<file path="config.mk">
export PLATFORM = sky130hd
export DESIGN_NAME = dsp_regression_top
export DESIGN_NICKNAME = d
export VERILOG_FILES = /design/src/logic/dsp_pkg.sv /design/src/logic/bf16_mul_prep.sv /design/src/logic/bf16_mul_norm_round.sv /design/src/logic/bf16_mul.sv /design/src/logic/sop2_block.sv /design/src/logic/dot_product_4.sv /design/src/logic/dsp_regression_top.sv
export VERILOG_INCLUDE_DIRS = /design/src /design/src/logic
export SDC_FILE = /design/constraint.sdc
export NUM_CORES = 2
export LEC_CHECK = 0
export BUFFER_PORTS_ARGS = -buffer_cell sky130_fd_sc_hd__buf_2
export CAP_MARGIN = 10
export CORE_AREA = 4 4 236 238
export DETAILED_ROUTE_END_ITERATION = 8
export DIE_AREA = 0 0 240 242
export GPL_TIMING_DRIVEN = 0
export HOLD_SLACK_MARGIN = 0.08
export MAX_ROUTING_LAYER = met4
export PLACE_DENSITY = 0.78
export SLEW_MARGIN = 15
export SYNTH_ARGS = -nofsm -noshare
export SYNTH_HDL_FRONTEND = slang
export SYNTH_SLANG_ARGS = --single-unit
</file>
<file path="constraint.sdc">
create_clock -name clk -period 5.8 [get_ports clk]
set_clock_uncertainty 0.1 [all_clocks]
set_input_delay 0.87 -clock clk [delete_from_list [all_inputs] [get_ports clk]]
set_output_delay 0.87 -clock clk [all_outputs]
set_load 0.005 [all_outputs]
</file>
<file path="src/logic/dsp_defines.svh">
////////////////////////////////////////////////////////////////////////////
// Widths, exponent bias and special values for the bfloat16 multiplier
// and the four-lane dot product
////////////////////////////////////////////////////////////////////////////
`ifndef DSP_DEFINES_SVH
`define DSP_DEFINES_SVH

// bfloat16 format
`define DSP_EXP_W    8
`define DSP_MAN_W    7        // Stored bits only
`define DSP_WORD_W   16
`define DSP_EXP_BIAS 127
`define DSP_EXP_MAX  255      // All-ones exponent
`define DSP_QNAN     16'h7fc0 // Positive quiet NaN

// Multiplier exception flags
`define DSP_FLAG_W   5

// Dot product datapath
`define DSP_FEAT_W   16
`define DSP_WGT_W    8
`define DSP_ACC_W    24       // Accumulator and chain
`define DSP_LANES    4

`endif

</file>
<file path="src/logic/dsp_pkg.sv">
////////////////////////////////////////////////////////////////////////////
// Shared types for the bfloat16 word, multiplier flags and stage payloads
// and the dot product lane
////////////////////////////////////////////////////////////////////////////
`include "dsp_defines.svh"

package dsp_pkg;

	// Decoded bfloat16 fields
	typedef struct packed {
		logic                  sign;
		logic [`DSP_EXP_W-1:0] exp;
		logic [`DSP_MAN_W-1:0] man;
	} bf16_fields_t;

	// One word read as a bus value or as fields
	typedef union packed {
		logic [`DSP_WORD_W-1:0] raw;
		bf16_fields_t           f;
	} bf16_word_u;

	// Exception flags, any is the OR of the rest
	typedef struct packed {
		logic any;
		logic a_nan;
		logic b_nan;
		logic a_inf;
		logic b_inf;
	} mul_flags_t;

	// Stage 1 payload
	typedef struct packed {
		logic                      sign;     // Product sign
		logic [`DSP_EXP_W-1:0]     exp_a;
		logic [`DSP_EXP_W-1:0]     exp_b;
		logic [2*`DSP_MAN_W+1:0]   man_prod; // 8x8 significand product
		logic                      zero;     // Either operand zero
		mul_flags_t                flags;
	} mul_prep_t;

	// Stage 2 payload
	typedef struct packed {
		logic                        sign;
		logic signed [`DSP_EXP_W+1:0] exp;   // Unbiased, may go negative
		logic [`DSP_MAN_W-1:0]       man;    // Kept bits
		logic                        guard;
		logic                        sticky;
		logic                        zero;
		mul_flags_t                  flags;
	} mul_norm_t;

	// One feature and its weight
	typedef struct packed {
		logic [`DSP_FEAT_W-1:0] feat;
		logic [`DSP_WGT_W-1:0]  wgt;
	} dot_lane_t;

endpackage

</file>
<file path="src/logic/bf16_mul_prep.sv">
////////////////////////////////////////////////////////////////////////////
// bfloat16 multiplier operand decode
// NaN and infinity detect plus significand product
////////////////////////////////////////////////////////////////////////////
`timescale 1ns/100ps
`include "dsp_defines.svh"

module bf16_mul_prep (
	input  dsp_pkg::bf16_word_u i_a,
	input  dsp_pkg::bf16_word_u i_b,
	output dsp_pkg::mul_prep_t  o_prep
);

	localparam int SIG_W = `DSP_MAN_W + 1; // With implicit one

	logic             a_exp_ones;
	logic             b_exp_ones;
	logic             a_nan;
	logic             b_nan;
	logic             a_inf;
	logic             b_inf;
	logic             a_zero;
	logic             b_zero;
	logic [SIG_W-1:0] a_sig;
	logic [SIG_W-1:0] b_sig;

	////////////////////////////////////////////////////////////////////////////
	// Field decode through the union
	////////////////////////////////////////////////////////////////////////////
	assign a_exp_ones = &i_a.f.exp;
	assign b_exp_ones = &i_b.f.exp;

	assign a_nan = a_exp_ones & (|i_a.f.man);   // Max exp, nonzero mantissa
	assign b_nan = b_exp_ones & (|i_b.f.man);
	assign a_inf = a_exp_ones & ~(|i_a.f.man);  // Max exp, zero mantissa
	assign b_inf = b_exp_ones & ~(|i_b.f.man);

	// Zero exponent treated as zero, subnormals flushed
	assign a_zero = ~(|i_a.f.exp);
	assign b_zero = ~(|i_b.f.exp);

	assign a_sig = {1'b1, i_a.f.man};
	assign b_sig = {1'b1, i_b.f.man};

	////////////////////////////////////////////////////////////////////////////
	// Stage 1 payload
	////////////////////////////////////////////////////////////////////////////
	always_comb begin
		o_prep.sign        = i_a.f.sign ^ i_b.f.sign;
		o_prep.exp_a       = i_a.f.exp;
		o_prep.exp_b       = i_b.f.exp;
		o_prep.man_prod    = {{SIG_W{1'b0}}, a_sig} * {{SIG_W{1'b0}}, b_sig};
		o_prep.zero        = a_zero | b_zero;
		o_prep.flags.a_nan = a_nan;
		o_prep.flags.b_nan = b_nan;
		o_prep.flags.a_inf = a_inf;
		o_prep.flags.b_inf = b_inf;
		o_prep.flags.any   = a_nan | b_nan | a_inf | b_inf;
	end

endmodule

</file>
<file path="src/logic/bf16_mul_norm_round.sv">
////////////////////////////////////////////////////////////////////////////
// bfloat16 multiplier normalize and round logic
// Round to nearest even with flush to zero and saturation to infinity
////////////////////////////////////////////////////////////////////////////
`timescale 1ns/100ps
`include "dsp_defines.svh"

module bf16_mul_norm_round (
	input  dsp_pkg::mul_prep_t  i_prep,
	output dsp_pkg::mul_norm_t  o_norm,
	input  dsp_pkg::mul_norm_t  i_norm,
	output dsp_pkg::bf16_word_u o_word,
	output dsp_pkg::mul_flags_t o_flags
);

	localparam int PW = 2 * (`DSP_MAN_W + 1);  // Product width
	localparam int EW = `DSP_EXP_W + 2;        // Signed exponent width
	localparam logic [EW-1:0] EXP_BIAS = EW'(`DSP_EXP_BIAS);

	logic                 top;      // Product in [2,4)
	logic [EW-1:0]        exp_sum;
	logic                 round_up;
	logic [`DSP_MAN_W:0]  man_rnd;  // Carry plus kept bits
	logic signed [EW-1:0] exp_rnd;
	logic                 is_nan;
	logic                 is_inf;
	logic                 flush;
	logic                 sat;

	////////////////////////////////////////////////////////////////////////////
	// Normalize half
	////////////////////////////////////////////////////////////////////////////
	assign top     = i_prep.man_prod[PW-1];
	assign exp_sum = {2'b00, i_prep.exp_a} + {2'b00, i_prep.exp_b}
		+ {{(EW-1){1'b0}}, top} - EXP_BIAS;

	always_comb begin
		o_norm.sign  = i_prep.sign;
		o_norm.exp   = exp_sum;
		o_norm.zero  = i_prep.zero;
		o_norm.flags = i_prep.flags;
		if (top) begin // Shift by one
			o_norm.man    = i_prep.man_prod[PW-2 -: `DSP_MAN_W];
			o_norm.guard  = i_prep.man_prod[PW-2-`DSP_MAN_W];
			o_norm.sticky = |i_prep.man_prod[PW-3-`DSP_MAN_W:0];
		end else begin
			o_norm.man    = i_prep.man_prod[PW-3 -: `DSP_MAN_W];
			o_norm.guard  = i_prep.man_prod[PW-3-`DSP_MAN_W];
			o_norm.sticky = |i_prep.man_prod[PW-4-`DSP_MAN_W:0];
		end
	end

	////////////////////////////////////////////////////////////////////////////
	// Round half
	////////////////////////////////////////////////////////////////////////////
	// Ties go to the even mantissa
	assign round_up = i_norm.guard & (i_norm.sticky | i_norm.man[0]);
	assign man_rnd  = {1'b0, i_norm.man} + {{`DSP_MAN_W{1'b0}}, round_up};
	assign exp_rnd  = i_norm.exp + {{(EW-1){1'b0}}, man_rnd[`DSP_MAN_W]}; // Carry bump

	// Inf times zero is invalid
	assign is_nan = i_norm.flags.a_nan | i_norm.flags.b_nan
		| ((i_norm.flags.a_inf | i_norm.flags.b_inf) & i_norm.zero);
	assign is_inf = i_norm.flags.a_inf | i_norm.flags.b_inf;
	assign flush  = i_norm.zero | (exp_rnd <= 0);
	assign sat    = exp_rnd >= `DSP_EXP_MAX;

	// Priority NaN then inf then zero
	always_comb begin
		o_flags       = i_norm.flags;   // Unchanged
		o_word.f.sign = i_norm.sign;
		o_word.f.exp  = '0;
		o_word.f.man  = '0;
		if (is_nan) begin
			o_word.raw = `DSP_QNAN;
		end else if (is_inf || (!flush && sat)) begin
			o_word.f.exp = '1;            // Signed infinity
		end else if (!flush) begin
			o_word.f.exp = exp_rnd[`DSP_EXP_W-1:0];
			o_word.f.man = man_rnd[`DSP_MAN_W-1:0];
		end
	end

endmodule

</file>
<file path="src/logic/bf16_mul.sv">
////////////////////////////////////////////////////////////////////////////
// Four-stage bfloat16 multiplier
// Operand, prep, normalize and output registers
////////////////////////////////////////////////////////////////////////////
`timescale 1ns/100ps
`include "dsp_defines.svh"

module bf16_mul (
	input  logic                clk,
	input  logic                reset,
	input  dsp_pkg::bf16_word_u i_a,
	input  dsp_pkg::bf16_word_u i_b,
	output dsp_pkg::bf16_word_u o_product,
	output dsp_pkg::mul_flags_t o_flags
);

	dsp_pkg::bf16_word_u    r_a;        // Stage 0 operands
	dsp_pkg::bf16_word_u    r_b;
	dsp_pkg::mul_prep_t     prep;
	dsp_pkg::mul_prep_t     r_prep;     // Stage 1
	dsp_pkg::mul_norm_t     norm;
	dsp_pkg::mul_norm_t     r_norm;     // Stage 2
	dsp_pkg::bf16_word_u    word;
	dsp_pkg::mul_flags_t    flags;
	dsp_pkg::bf16_word_u    r_word;     // Stage 3
	dsp_pkg::mul_flags_t    r_flags;
	logic [`DSP_FLAG_W-1:0] flag_bits;

	bf16_mul_prep u_prep (
		.i_a    (r_a),
		.i_b    (r_b),
		.o_prep (prep)
	);

	bf16_mul_norm_round u_norm_round (
		.i_prep  (r_prep),
		.o_norm  (norm),
		.i_norm  (r_norm),
		.o_word  (word),
		.o_flags (flags)
	);

	////////////////////////////////////////////////////////////////////////////
	// Pipeline registers
	////////////////////////////////////////////////////////////////////////////
	always_ff @(posedge clk) begin
		if (reset) begin
			r_a     <= '0;
			r_b     <= '0;
			r_prep  <= '0;
			r_norm  <= '0;
			r_word  <= '0;
			r_flags <= '0;
		end else begin
			r_a     <= i_a;      // Sample every edge
			r_b     <= i_b;
			r_prep  <= prep;
			r_norm  <= norm;
			r_word  <= word;
			r_flags <= flags;
		end
	end

	assign o_product = r_word;
	assign o_flags   = r_flags;

	// Summary flag consistent after three stages of transport
	assign flag_bits = r_flags;

	a_any_flag: assert property (@(posedge clk) disable iff (reset)
		flag_bits[`DSP_FLAG_W-1] == (|flag_bits[`DSP_FLAG_W-2:0]));

endmodule

</file>
<file path="src/logic/sop2_block.sv">
////////////////////////////////////////////////////////////////////////////
// Two-product sum of products with chain input
////////////////////////////////////////////////////////////////////////////
`timescale 1ns/100ps
`include "dsp_defines.svh"

module sop2_block (
	input  logic                  clk,
	input  logic                  reset,
	input  dsp_pkg::dot_lane_t    i_pair_a,
	input  dsp_pkg::dot_lane_t    i_pair_b,
	input  logic [`DSP_ACC_W-1:0] i_chain,
	output logic [`DSP_ACC_W-1:0] o_result
);

	localparam int ACC_W = `DSP_ACC_W;

	dsp_pkg::dot_lane_t r_pair_a;    // Input registers
	dsp_pkg::dot_lane_t r_pair_b;
	logic [ACC_W-1:0]   prod_a;
	logic [ACC_W-1:0]   prod_b;

	// Unsigned 16x8 products
	assign prod_a = ACC_W'(r_pair_a.feat) * ACC_W'(r_pair_a.wgt);
	assign prod_b = ACC_W'(r_pair_b.feat) * ACC_W'(r_pair_b.wgt);

	always_ff @(posedge clk) begin
		if (reset) begin
			r_pair_a <= '0;
			r_pair_b <= '0;
			o_result <= '0;
		end else begin
			r_pair_a <= i_pair_a;
			r_pair_b <= i_pair_b;
			o_result <= prod_a + prod_b + i_chain; // Wraps modulo 2^24
		end
	end

	// First result out of reset built from cleared inputs and chain
	a_reset_clears: assert property (@(posedge clk)
		$fell(reset) |=> (o_result == '0));

endmodule

</file>
<file path="src/logic/dot_product_4.sv">
////////////////////////////////////////////////////////////////////////////
// Four-lane unsigned dot product
// Lane skew registers and two chained sum of products blocks
////////////////////////////////////////////////////////////////////////////
`timescale 1ns/100ps
`include "dsp_defines.svh"

module dot_product_4 (
	input  logic                                 clk,
	input  logic                                 reset,
	input  dsp_pkg::dot_lane_t [`DSP_LANES-1:0]  i_lanes,
	output logic [`DSP_ACC_W-1:0]                o_result
);

	dsp_pkg::dot_lane_t [1:0]  r_skew_lo;    // Lanes 0 and 1
	dsp_pkg::dot_lane_t [1:0]  r_skew_hi_0;  // Lanes 2 and 3 first stage
	dsp_pkg::dot_lane_t [1:0]  r_skew_hi_1;  // Second stage
	logic [`DSP_ACC_W-1:0]     chain;        // Partial sum lanes 0 and 1

	////////////////////////////////////////////////////////////////////////////
	// Skew so the upper block meets its own sample on the chain
	////////////////////////////////////////////////////////////////////////////
	always_ff @(posedge clk) begin
		if (reset) begin
			r_skew_lo   <= '0;
			r_skew_hi_0 <= '0;
			r_skew_hi_1 <= '0;
		end else begin
			r_skew_lo   <= i_lanes[1:0];
			r_skew_hi_0 <= i_lanes[3:2];
			r_skew_hi_1 <= r_skew_hi_0;
		end
	end

	sop2_block u_sop_lo (
		.clk      (clk),
		.reset    (reset),
		.i_pair_a (r_skew_lo[0]),
		.i_pair_b (r_skew_lo[1]),
		.i_chain  ('0),            // Head of chain
		.o_result (chain)
	);

	sop2_block u_sop_hi (
		.clk      (clk),
		.reset    (reset),
		.i_pair_a (r_skew_hi_1[0]),
		.i_pair_b (r_skew_hi_1[1]),
		.i_chain  (chain),
		.o_result (o_result)
	);

	// Full pipeline flushed with known values
	a_no_x: assert property (@(posedge clk) disable iff (reset)
		(!$past(reset, 1) && !$past(reset, 2) && !$past(reset, 3))
		|-> !$isunknown(o_result));

endmodule

</file>
<file path="src/logic/dsp_regression_top.sv">
////////////////////////////////////////////////////////////////////////////
// DSP regression top with bfloat16 multiplier and dot product
////////////////////////////////////////////////////////////////////////////
`timescale 1ns/100ps
`include "dsp_defines.svh"

module dsp_regression_top (
	input  logic                                clk,
	input  logic                                reset,
	// Multiplier
	input  dsp_pkg::bf16_word_u                 i_a,
	input  dsp_pkg::bf16_word_u                 i_b,
	output dsp_pkg::bf16_word_u                 o_product,
	output dsp_pkg::mul_flags_t                 o_flags,
	// Dot product
	input  dsp_pkg::dot_lane_t [`DSP_LANES-1:0] i_lanes,
	output logic [`DSP_ACC_W-1:0]               o_dot_result
);

	// Four cycles operand to product
	bf16_mul u_bf16_mul (
		.clk       (clk),
		.reset     (reset),
		.i_a       (i_a),
		.i_b       (i_b),
		.o_product (o_product),
		.o_flags   (o_flags)
	);

	// Four cycles lanes to sum
	dot_product_4 u_dot_product_4 (
		.clk      (clk),
		.reset    (reset),
		.i_lanes  (i_lanes),
		.o_result (o_dot_result)
	);

endmodule

</file>
==> impl_summary.md <==
Place
Routability-driven placement finished with a final weighted congestion of roughly 0.92. The count of buffers inserted at the top-level ports is 174. The HPWL reported at the end of detailed placement is 55800 um.

Cells and area
The layout cell share with drive strength beyond 1 is between 10% and 20%. From synthesis to final layout, the design area changed by 17.7%. After the last flow step, the layout net total stands at 4217. The leading cell type in the layout, fill and taps excluded is sky130_fd_sc_hd__inv_1.

The filler cell count in the final layout is 3989. The library cells used most frequently in the layout, excluding fill and tap cells, are 580 x sky130_fd_sc_hd__inv_1, 457 x sky130_fd_sc_hd__fa_1, 333 x sky130_fd_sc_hd__dfxtp_1.

Clocking
Buffers inserted to repair hold after CTS numbered 0. The number of H-tree levels is 2. The insertion delay to the later sink of the worst-skew pair is 0.62 ns. Counting the buffers created by CTS gives 43. The clock-pin slew reported for the worst setup and hold paths after clock tree synthesis is 0.06 ns. TritonCTS built the clock tree. No sink is reached through more buffers than the 3 on the longest clock path. The clock sink total is 406. The CTS root buffer is sky130_fd_sc_hd__clkbuf_16.

Die
The die is between 200 and 250 um tall. The area of the die is a little under 60000 sq um. The row count is 85. The core region is 53600 sq um. Measured along the x axis, the die boundary spans 240 um. The number of primary I/O pins is 175. The initial utilization of the core area, before any placement, comes to 56.5%.

Timing
The setup TNS is -2.43 ns. The headroom to the max-slew limit is about 25%. The share of the cycle needed by the critical path after routing is 106%. The number of hold violations in the final report is 0. Setup violations remaining at the end of the flow were counted as 13. The setup slack of the critical path after layout is -0.358 ns.

Setup repair after global routing could not meet its margin everywhere. For the pin with the worst max-slew slack, the measured transition is 1.12 ns. The number of pins with negative max-slew slack in the final report is 0. The maximum clock rate is about 160 MHz. The final period demand of the worst path is ~6.2 ns.

Logic synthesis
After synthesis, the cell types taking the most area are sky130_fd_sc_hd__fa_1 31%, sky130_fd_sc_hd__dfxtp_1 27%, sky130_fd_sc_hd__ha_1 8.0%. The area of the mapped netlist is 30300 sq um. The largest total area in the synthesized netlist belongs to sky130_fd_sc_hd__fa_1. After Yosys synthesis, full adders, half adders and majority gates account for about two fifths of the synthesized area. The instance count of the mapped netlist is roughly 3100. The Yosys step of the flow raised 0 warnings. The synthesized netlist devotes 3.27% of its cell area to compound gates. Each instance of the synthesized netlist takes up on average between 9 and 10 sq um. The synthesized design contains between 400 and 500 register bits.

After synthesis, the netlist uses 63 different library cells. The share of async-settable or async-resettable flops after synthesis is 0%. Summing the areas of all xor and xnor instances in the mapped netlist gives 1.93% of the synthesized area. In the synthesized netlist, mux cells make up less than 1% of the area. The synthesized design devotes to its leading area cell type 31.4% of total area. The synthesized design contains 0 enable-type register cells.

Counting every net in the synthesized netlist gives 3913. By area, the combinational part of the netlist is dominated by adder cells. For this run, the leading register cell type out of synthesis is sky130_fd_sc_hd__dfxtp_1. The simple logic cell fraction of the synthesized area is 19.6%. The fraction of the yosys area taken by sequential cells is 26.8%.

Worst setup path
The classification of the worst setup path is reg -> reg. The data arrival time of the critical path is 6.55 ns. The top fanout value on the critical path is 5. The required time at the worst-slack endpoint is 6.19 ns. The worst setup path is launched from a flip-flop. STA classifies the critical path endpoint as a flip-flop.

GRT
The number of antenna violations at the first check in global routing is 5. Global routing used 26.7% of the available tracks. The via count of the first global-routing pass is 23063. The first global-routing pass estimated approximately 120000 um of wire.

The largest net degree at the start of global routing is 15. For this run the aggregate overflow at the end of global routing stands at 0.

Drt
The total via count after detailed routing is 21792. Dividing the detail-routed via count by the number of cells gives 5.25. The DRC violation count after routing is 0. The total detailed-routing wirelength is 74900 um.

The first TritonRoute pass finished after 6 iterations. Dividing the detail-routed wire length by the instance count gives 18.1 um. After the first detailed-routing iteration, the DRC count stood at 1480. The number of nets still failing antenna checks after routing is 0.

Flow run
The count of maximum capacitance violations is 0.

Status
The final reports fail on setup timing. The run finished, with violations left.

Power
The total power divided by cell area is 196 nW/um^2. The leakage power total is 17.0 nW. The worst-case IR drop observed on VDD is 0.333 mV. After layout, the design draws a total of 0.00701 W.

Min path
The class of the tightest hold or removal check is reg -> reg.
-- synthesized netlist by cell type (all sizes together), types with 12 or more instances --
cell type / instances
nand2: 341
o21ai: 25
ha: 194
xor2: 28
inv: 600
fa: 475
and2: 261
xnor2: 38
dfxtp: 406
a21oi: 55
nor3: 27
clkbuf: 83
nor2b: 325
a21o: 18
and3: 15
nand3: 22
nor2: 80
nor4: 12
-- worst max-delay path, cell delays in order, from the launching register on --
cell and delay (ns):
sky130_fd_sc_hd__dfxtp_4 0.43, sky130_fd_sc_hd__buf_8 0.14, sky130_fd_sc_hd__nand2_1 0.07, sky130_fd_sc_hd__fa_1 0.54, sky130_fd_sc_hd__fa_1 0.52, sky130_fd_sc_hd__fa_1 0.50, sky130_fd_sc_hd__inv_1 0.06, sky130_fd_sc_hd__fa_1 0.52
sky130_fd_sc_hd__fa_1 0.54, sky130_fd_sc_hd__inv_1 0.06, sky130_fd_sc_hd__fa_1 0.50, sky130_fd_sc_hd__inv_2 0.05, sky130_fd_sc_hd__ha_4 0.24, sky130_fd_sc_hd__a21o_1 0.16, sky130_fd_sc_hd__a21oi_2 0.11, sky130_fd_sc_hd__nor2b_1 0.05
sky130_fd_sc_hd__a311oi_1 0.28, sky130_fd_sc_hd__nand2_2 0.15, sky130_fd_sc_hd__a221o_1 0.44, sky130_fd_sc_hd__a21oi_2 0.22, sky130_fd_sc_hd__mux2_4 0.33
-- state kept, by name, indices dropped and copies added (netlist names), 24 cells and up --
register and cells:
u_dot_product_4.r_skew_lo 48, u_dot_product_4.u_sop_lo.o_result 24, u_dot_product_4.u_sop_hi.r_pair_a 24, u_dot_product_4.u_sop_hi.r_pair_b 24
u_dot_product_4.u_sop_hi.o_result 24, u_bf16_mul.r_norm 26, u_dot_product_4.r_skew_hi_0 48, u_bf16_mul.r_prep 39
u_dot_product_4.u_sop_lo.r_pair_b 24, u_dot_product_4.r_skew_hi_1 48, u_dot_product_4.u_sop_lo.r_pair_a 24
-- through the flow --
step	instance area, sq um	hold WS (ns)	setup slack, ns	util, %	instances
final	35700	0.318	-0.358	66.6	4148
after global routing	35700	0.335	-0.490	66.6	4148
after CTS	35200	0.325	-0.186	65.6	4126
after detailed placement	32100	0.322	-0.894	59.9	3984
after global placement	32100	0.317	-0.832	59.9	3984
after floorplan	30400	0.314	0.00476	-	3114
-- cell families (layout without fill, tap and decap cells) --
group                    count (synthesis)  after routing
XOR/XNOR                                66             66
other                                    0              4
flip-flops                             406            406
adder cells (fa/ha/maj)                669            669
buffers and inverters                  688           1022
AO/OA/AOI/OAI                          153            153
AND/OR/NAND/NOR                       1120           1120
multiplexers                            12             12
-- final cells by class --
class / count / area [sq um] / area share, %
diodes: 4 / 10.0 / 0.0280
plain buffers: 78 / 728 / 2.04
clock buffers: 57 / 1220 / 3.42
clock inverters: 18 / 293 / 0.820
inverters: 601 / 2260 / 6.32
multi-input cells: 2020 / 20300 / 57.0
flip-flops and latches: 406 / 8300 / 23.3
well taps: 696 / 871 / 2.44
repair buffers: 268 / 1670 / 4.67
-- per-layer routing --
metal,track usage (%),wire [um]
met2,42.8,36000
met5,-,0
met3,5.44,6220
met1,33.6,29200
met4,10.1,3450
-- path summary, 6_finish.rpt --
path | from | slack [ns] | end | cells past startpoint
hold / removal | u_dot_product_4.r_skew_hi_1[21]$_SDFF_PP0_ | 0.32 | u_dot_product_4.u_sop_hi.r_pair_a[21]$_SDFF_PP0_ | 1
setup / recovery | u_dot_product_4.u_sop_hi.r_pair_a[2]$_SDFF_PP0_ | -0.36 | u_dot_product_4.u_sop_hi.o_result[22]$_SDFF_PP0_ | 20
setup reg to reg | u_dot_product_4.u_sop_hi.r_pair_a[2]$_SDFF_PP0_ | -0.36 | u_dot_product_4.u_sop_hi.o_result[22]$_SDFF_PP0_ | 20
hold reg to reg | u_dot_product_4.r_skew_hi_1[21]$_SDFF_PP0_ | 0.32 | u_dot_product_4.u_sop_hi.r_pair_a[21]$_SDFF_PP0_ | 1
-- report_power, final --
group	internal, W	switching (W)	total [W]
Clock	0.00172	0.00121	0.00293
Combinational	0.000462	0.000564	0.00103
Sequential	0.00293	0.000121	0.00305
Total	0.00512	0.00189	0.00701
-- repair_timing --
| action | CTS | global route |
|---|---|---|
| pin swaps | 95 | 114 |
| cloned | 6 | 0 |
| setup buffers | 69 | 19 |
| endpoints found under the setup margin | 25 | 21 |
| resized for setup | 270 | 104 |
Power figures use the tool's default switching activity.
